==> src/design/test_signal_settings.svh <==
// raster geometry for the test-signal video path
// sync placement within the line
// i2s framing and square tone period

`ifndef TEST_SIGNAL_SETTINGS_SVH
`define TEST_SIGNAL_SETTINGS_SVH

////////////////////
// horizontal timing, in mclk cycles
`define H_TOTAL 400
`define H_BPORCH 10
`define H_ACTIVE 320

////////////////////
// vertical timing, in lines
`define V_TOTAL 512
`define V_BPORCH 10
`define V_ACTIVE 240

// line clock that carries the hsync pulse
`define HS_POS 3

////////////////////
// i2s, sclk = mclk / SCLK_DIV
`define SCLK_DIV 4
`define SLOT_BITS 32
`define LEAD_ZERO_BITS 4

// slots per half period, ~440 hz at 48 khz stereo
`define TONE_SLOTS 109

`endif

==> src/design/test_signal_pkg.sv <==
// shared types for the test-signal core
// coordinate and colour vectors, pattern enum
// beam struct passed from raster timing to the painter

package test_signal_pkg;

  ////////////////////
  // plain vectors

  // raster coordinate, covers 512 lines
  typedef logic [9:0] coord_t;

  // pixel colour, red in [23:16], green [15:8], blue [7:0]
  typedef logic [23:0] rgb_t;

  ////////////////////
  // test pattern select

  typedef enum logic [1:0] {
    pattern_plain      = 2'd0,
    pattern_vertical   = 2'd1,
    pattern_horizontal = 2'd2,
    pattern_checker    = 2'd3
  } pattern_e;

  ////////////////////
  // beam state, one per mclk

  // x, y are visible coordinates, porches already removed
  // only meaningful while de is high
  typedef struct packed {
    coord_t x;
    coord_t y;
    logic   de;
    logic   vs;
    logic   hs;
    // first cycle of a frame, same point as vs
    logic   frame_start;
  } beam_t;

endpackage

==> src/design/pattern_painter.sv <==
// per-frame latch of pattern select and docked
// border and test pattern colour decode
// output register for rgb with matching de, vs, hs

`timescale 1ns/1ns

`include "test_signal_settings.svh"

module pattern_painter (
  input  logic                     audgen_mclk,
  input  logic                     reset_n,
  input  test_signal_pkg::beam_t    beam,
  input  test_signal_pkg::pattern_e pattern_sel,
  input  logic                     docked,
  output test_signal_pkg::rgb_t     rgb,
  output logic                     de,
  output logic                     vs,
  output logic                     hs
);

  import test_signal_pkg::*;

  ////////////////////
  // colours and border positions

  localparam rgb_t COL_RED    = 24'hFF0000;
  localparam rgb_t COL_BLUE   = 24'h0000FF;
  localparam rgb_t COL_GREEN  = 24'h00FF00;
  localparam rgb_t COL_YELLOW = 24'hFFFF80;
  localparam rgb_t COL_WHITE  = 24'hFFFFFF;
  localparam rgb_t COL_BLACK  = 24'h000000;
  localparam rgb_t COL_PURPLE = 24'hA00080;

  localparam coord_t X_LAST = coord_t'(`H_ACTIVE - 1);
  localparam coord_t Y_LAST = coord_t'(`V_ACTIVE - 1);

  // settings held for the whole frame
  pattern_e pattern_q;
  logic     docked_q;

  // decode results
  logic     pix_on;
  rgb_t     pix_rgb;

  // inputs are static levels, taken once per frame
  always_ff @(posedge audgen_mclk or negedge reset_n) begin
    if (!reset_n) begin
      pattern_q <= pattern_checker;
      docked_q  <= 1'b0;
    end else if (beam.frame_start) begin
      pattern_q <= pattern_sel;
      docked_q  <= docked;
    end
  end

  ////////////////////
  // colour decode

  always_comb begin
    // stripe and checker parity
    case (pattern_q)
      pattern_horizontal: pix_on = beam.x[0];
      pattern_vertical:   pix_on = beam.y[0];
      pattern_checker:    pix_on = beam.x[0] ^ beam.y[0];
      default:            pix_on = 1'b0;
    endcase

    // border wins over pattern, top and bottom win over sides
    if (!beam.de) begin
      pix_rgb = COL_BLACK;
    end else if (beam.y == '0) begin
      pix_rgb = COL_RED;
    end else if (beam.y == Y_LAST) begin
      pix_rgb = COL_BLUE;
    end else if (beam.x == '0) begin
      pix_rgb = COL_GREEN;
    end else if (beam.x == X_LAST) begin
      pix_rgb = COL_YELLOW;
    end else if (pix_on) begin
      // docked flips the on colour to black
      pix_rgb = docked_q ? COL_BLACK : COL_WHITE;
    end else begin
      pix_rgb = COL_PURPLE;
    end
  end

  // output stage, all four together
  always_ff @(posedge audgen_mclk or negedge reset_n) begin
    if (!reset_n) begin
      rgb <= '0;
      de  <= 1'b0;
      vs  <= 1'b0;
      hs  <= 1'b0;
    end else begin
      rgb <= pix_rgb;
      de  <= beam.de;
      vs  <= beam.vs;
      hs  <= beam.hs;
    end
  end

endmodule

==> config.mk <==
export PLATFORM = sky130hd
export DESIGN_NAME = pattern_painter
export DESIGN_NICKNAME = d
export VERILOG_FILES = /design/src/design/test_signal_pkg.sv /design/src/design/pattern_painter.sv
export VERILOG_INCLUDE_DIRS = /design/src /design/src/design
export SDC_FILE = /design/constraint.sdc
export NUM_CORES = 1
export LEC_CHECK = 0
export ABC_AREA = 1
export BUFFER_PORTS_ARGS = -buffer_cell sky130_fd_sc_hd__buf_4
export CAP_MARGIN = 10
export CORE_MARGIN = 2
export CORE_UTILIZATION = 30
export DETAILED_ROUTE_END_ITERATION = 10
export PLACE_DENSITY = 0.75
export SYNTH_ARGS = -nofsm -noshare
export SYNTH_HDL_FRONTEND = slang
export SYNTH_SLANG_ARGS = --single-unit
==> constraint.sdc <==
create_clock -name audgen_mclk -period 2.5 [get_ports audgen_mclk]
set_input_delay 0.125 -clock audgen_mclk [delete_from_list [all_inputs] [get_ports audgen_mclk]]
set_output_delay 0.125 -clock audgen_mclk [all_outputs]
set_load 0.02 [all_outputs]
==> impl_metrics.ini <==
[synthesis]
synth_top_area_share_pct = 33.3
syn-num-nets = 113
synth_enable_flop_cells = 0
yosysSeqAreaShare_pct = 41.0
synth_most_common_cell = buf_4
synth_top_flop_cell = dfrtp_1
synth_top_cells_by_count = 19 x buf_4, 15 x nand2_1, 11 x nor2_1
yosys.area.top_type = dfrtp_1
syn_avg_cell_area_um2 = 8.06
synth_area_um2 = 677
netlist_instances = 84
synth.top_cells.by_area = dfrtp_1 33%, buf_4 21%, nand2_1 8.3%
synth-seq-cells = 11
ys.warnings.count = 0
synthArstFlopShare_pct = 100
synth.distinct_cells = 16

[die]
die_h_um = 51.5
coreArea_mm2 = 0.00217
start_util_pct = 31.2
die_width_um = 51.5
ios = 56
num_rows = 17
dieArea_mm2 = 0.00265

[cts]
cts.path.max_buffers = 2
cts_resized = 0
cts_hold_buf = 4
cts.clk_slew.worst_paths_ns = 0.06
cts_tree = built
cts_setup_buffers = 0
worstSkewPairLatency_ns = 0.26
cts-htree-levels = 1
cts_sinks = 11
cts_buffers = 3
clockRootBuffer = clkbuf_4

[drt]
first_pass_iters = 3
wl_um = 1440
num_vias = 684
avgViaCountPerCell = 4.38
ant_nets = 0
route.detailed.drc = 0
wl_per_cell_um = 9.21
detail_route.iter0.violations = 5

[setup_path]
cpMostUsedCell = nand2_1
cp.depth = 7
crit_type = register to register
crit_required_ns = 2.65
cp-start-kind = register
cpPeakStageDelay_ns = 0.54
r2r_cells = 7
path_delay_family = flip-flops
worstPathArrival_ns = 1.28
cp_num_buf_inv = 0
crit_fanout = 3
cpMaxStageDelayCell = dfstp_2
path_cells = nand2_1 > nand3_1 > nand2_1 > nand2_1 > nand2_1 > nor2_1 > nor3_2
end_kind = register

[sta]
fin_ws_ns = 1.37
period_share_pct = 45.1
tightestPinTransition_ns = 0.229
relSlewSlack_pct = 84.6
fmax_ghz = 0.887
finalSetupViolCount = 0
rsz0062_at_grt = false
fin_skew_ns = 0.00333
drv_slew = 0
finalSetupTns_ns = 0
finalHoldViolCount = 0
fin_crit_ns = 1.13

[finish]
fill_cells = 226
area_growth_pct = 54.9
final_cells = 156
final_cell_area_mm2 = 0.00105
seq_area_um2 = 278
multi_input_area_um2 = 234
drive_gt1_share_pct = 51.6
diodes = 0
nets = 158

[run_status]
run_status = finished, final reports clean

[hold_path]
hp-class = primary input to register
whs_path_depth = 3

[global_route]
grt_pass1_wl_um = 2200
grtUsageTotal_pct = 11.0
grt_pass1_vias = 583
grt_max_degree = 12
antenna_found_initial = 0
grt-ovfl-total = 0

[power_and_ir_drop]
vdd_ir_drop_max_uv = 300
p_leak_nw = 0.572
power_density_mw_per_mm2 = 451
finalPower_w = 0.000473

[placed_design]
portBuffers = 55
pre_cts_ws_ns = 1.38
routabilityCongestion = 0.731
dpl_cell_area_um2 = 982
detailed_place_hpwl_um = 1240
place_inst = 148

[flow_run]
cap_violations = 0
-- tightest hold or removal path, delay by kind of cell --
| kind | cells | cell delay [ns] |
|---|---|---|
| AND/OR/NAND/NOR | 1 | 0.04 |
| buffers and inverters | 1 | 0.08 |
| AO/OA/AOI/OAI | 1 | 0.07 |
-- per-layer routing --
layer  track usage [%]  vias up  routed length (um)
met2              22.6       39                 780
met5                 0        -                   0
met3              4.60        0                 182
met1              10.1      305                 474
li1                  -      340                   -
met4              1.32        0                   0
-- final timing paths --
path | start | slack, ns | end
worst max-delay path | pattern_q[0] | 1.37 | rgb[15]
max in group asynchronous | reset_n | 2.05 | pattern_q[1]
worst max register to register | pattern_q[0] | 1.37 | rgb[15]
min in group asynchronous | reset_n | 0.23 | docked_q
worst min-delay path | docked | 0.09 | docked_q
worst min register to register | docked_q | 0.60 | rgb[6]
-- where the power goes --
part,internal [W],switching (W),total (W)
clock network,0.0000616,0.0000516,0.000113
registers,0.000193,0.00000987,0.000203
logic,0.0000794,0.0000770,0.000156
-- through the flow --
| step | hold WS [ns] | utilization, % |
|---|---|---|
| 2_1_floorplan | -0.171 | - |
| 3_3_place_gp | -0.0375 | 45.3 |
| 3_5_place_dp | -0.0384 | 45.3 |
| 4_1_cts | 0.0784 | 48.3 |
| 5_1_grt | 0.0820 | 48.3 |
| 6_report | 0.0850 | 48.3 |
-- registers in the layout, indices dropped and copies added (netlist names) --
signal     cells
rgb            5
de             1
hs             1
vs             1
pattern_q      2
docked_q       1
-- cells by family (layout without fill, tap and decap cells) --
family,count (synthesis),count (layout),share of synthesized area (%)
AND/OR/NAND/NOR,41,41,27.5
buffers and inverters,25,69,24.4
flip-flops,11,11,41.0
AO/OA/AOI/OAI,5,5,3.70
multiplexers,2,2,3.33
-- cell type report --
class / instances / share of cell area (%)
Inverter: 6 / 2.15
Tap cell: 28 / 3.34
Timing Repair Buffer: 59 / 43.2
Multi-Input combinational cell: 48 / 22.3
Clock buffer: 4 / 2.51
Sequential cell: 11 / 26.5
-- cell usage in the layout (no fill, tap or decap), drive strengths merged --
cell          n
a21oi         4
dfrtp         9
nand3         7
and3          1
clkbuf        4
nand2        15
mux2          2
nor3          1
o21ai         1
nor2         13
nor4          1
nand4         3
dfstp         2
inv           6
buf          55
dlygate4sd3   4
Note: power is estimated with default switching activity, not from simulation.
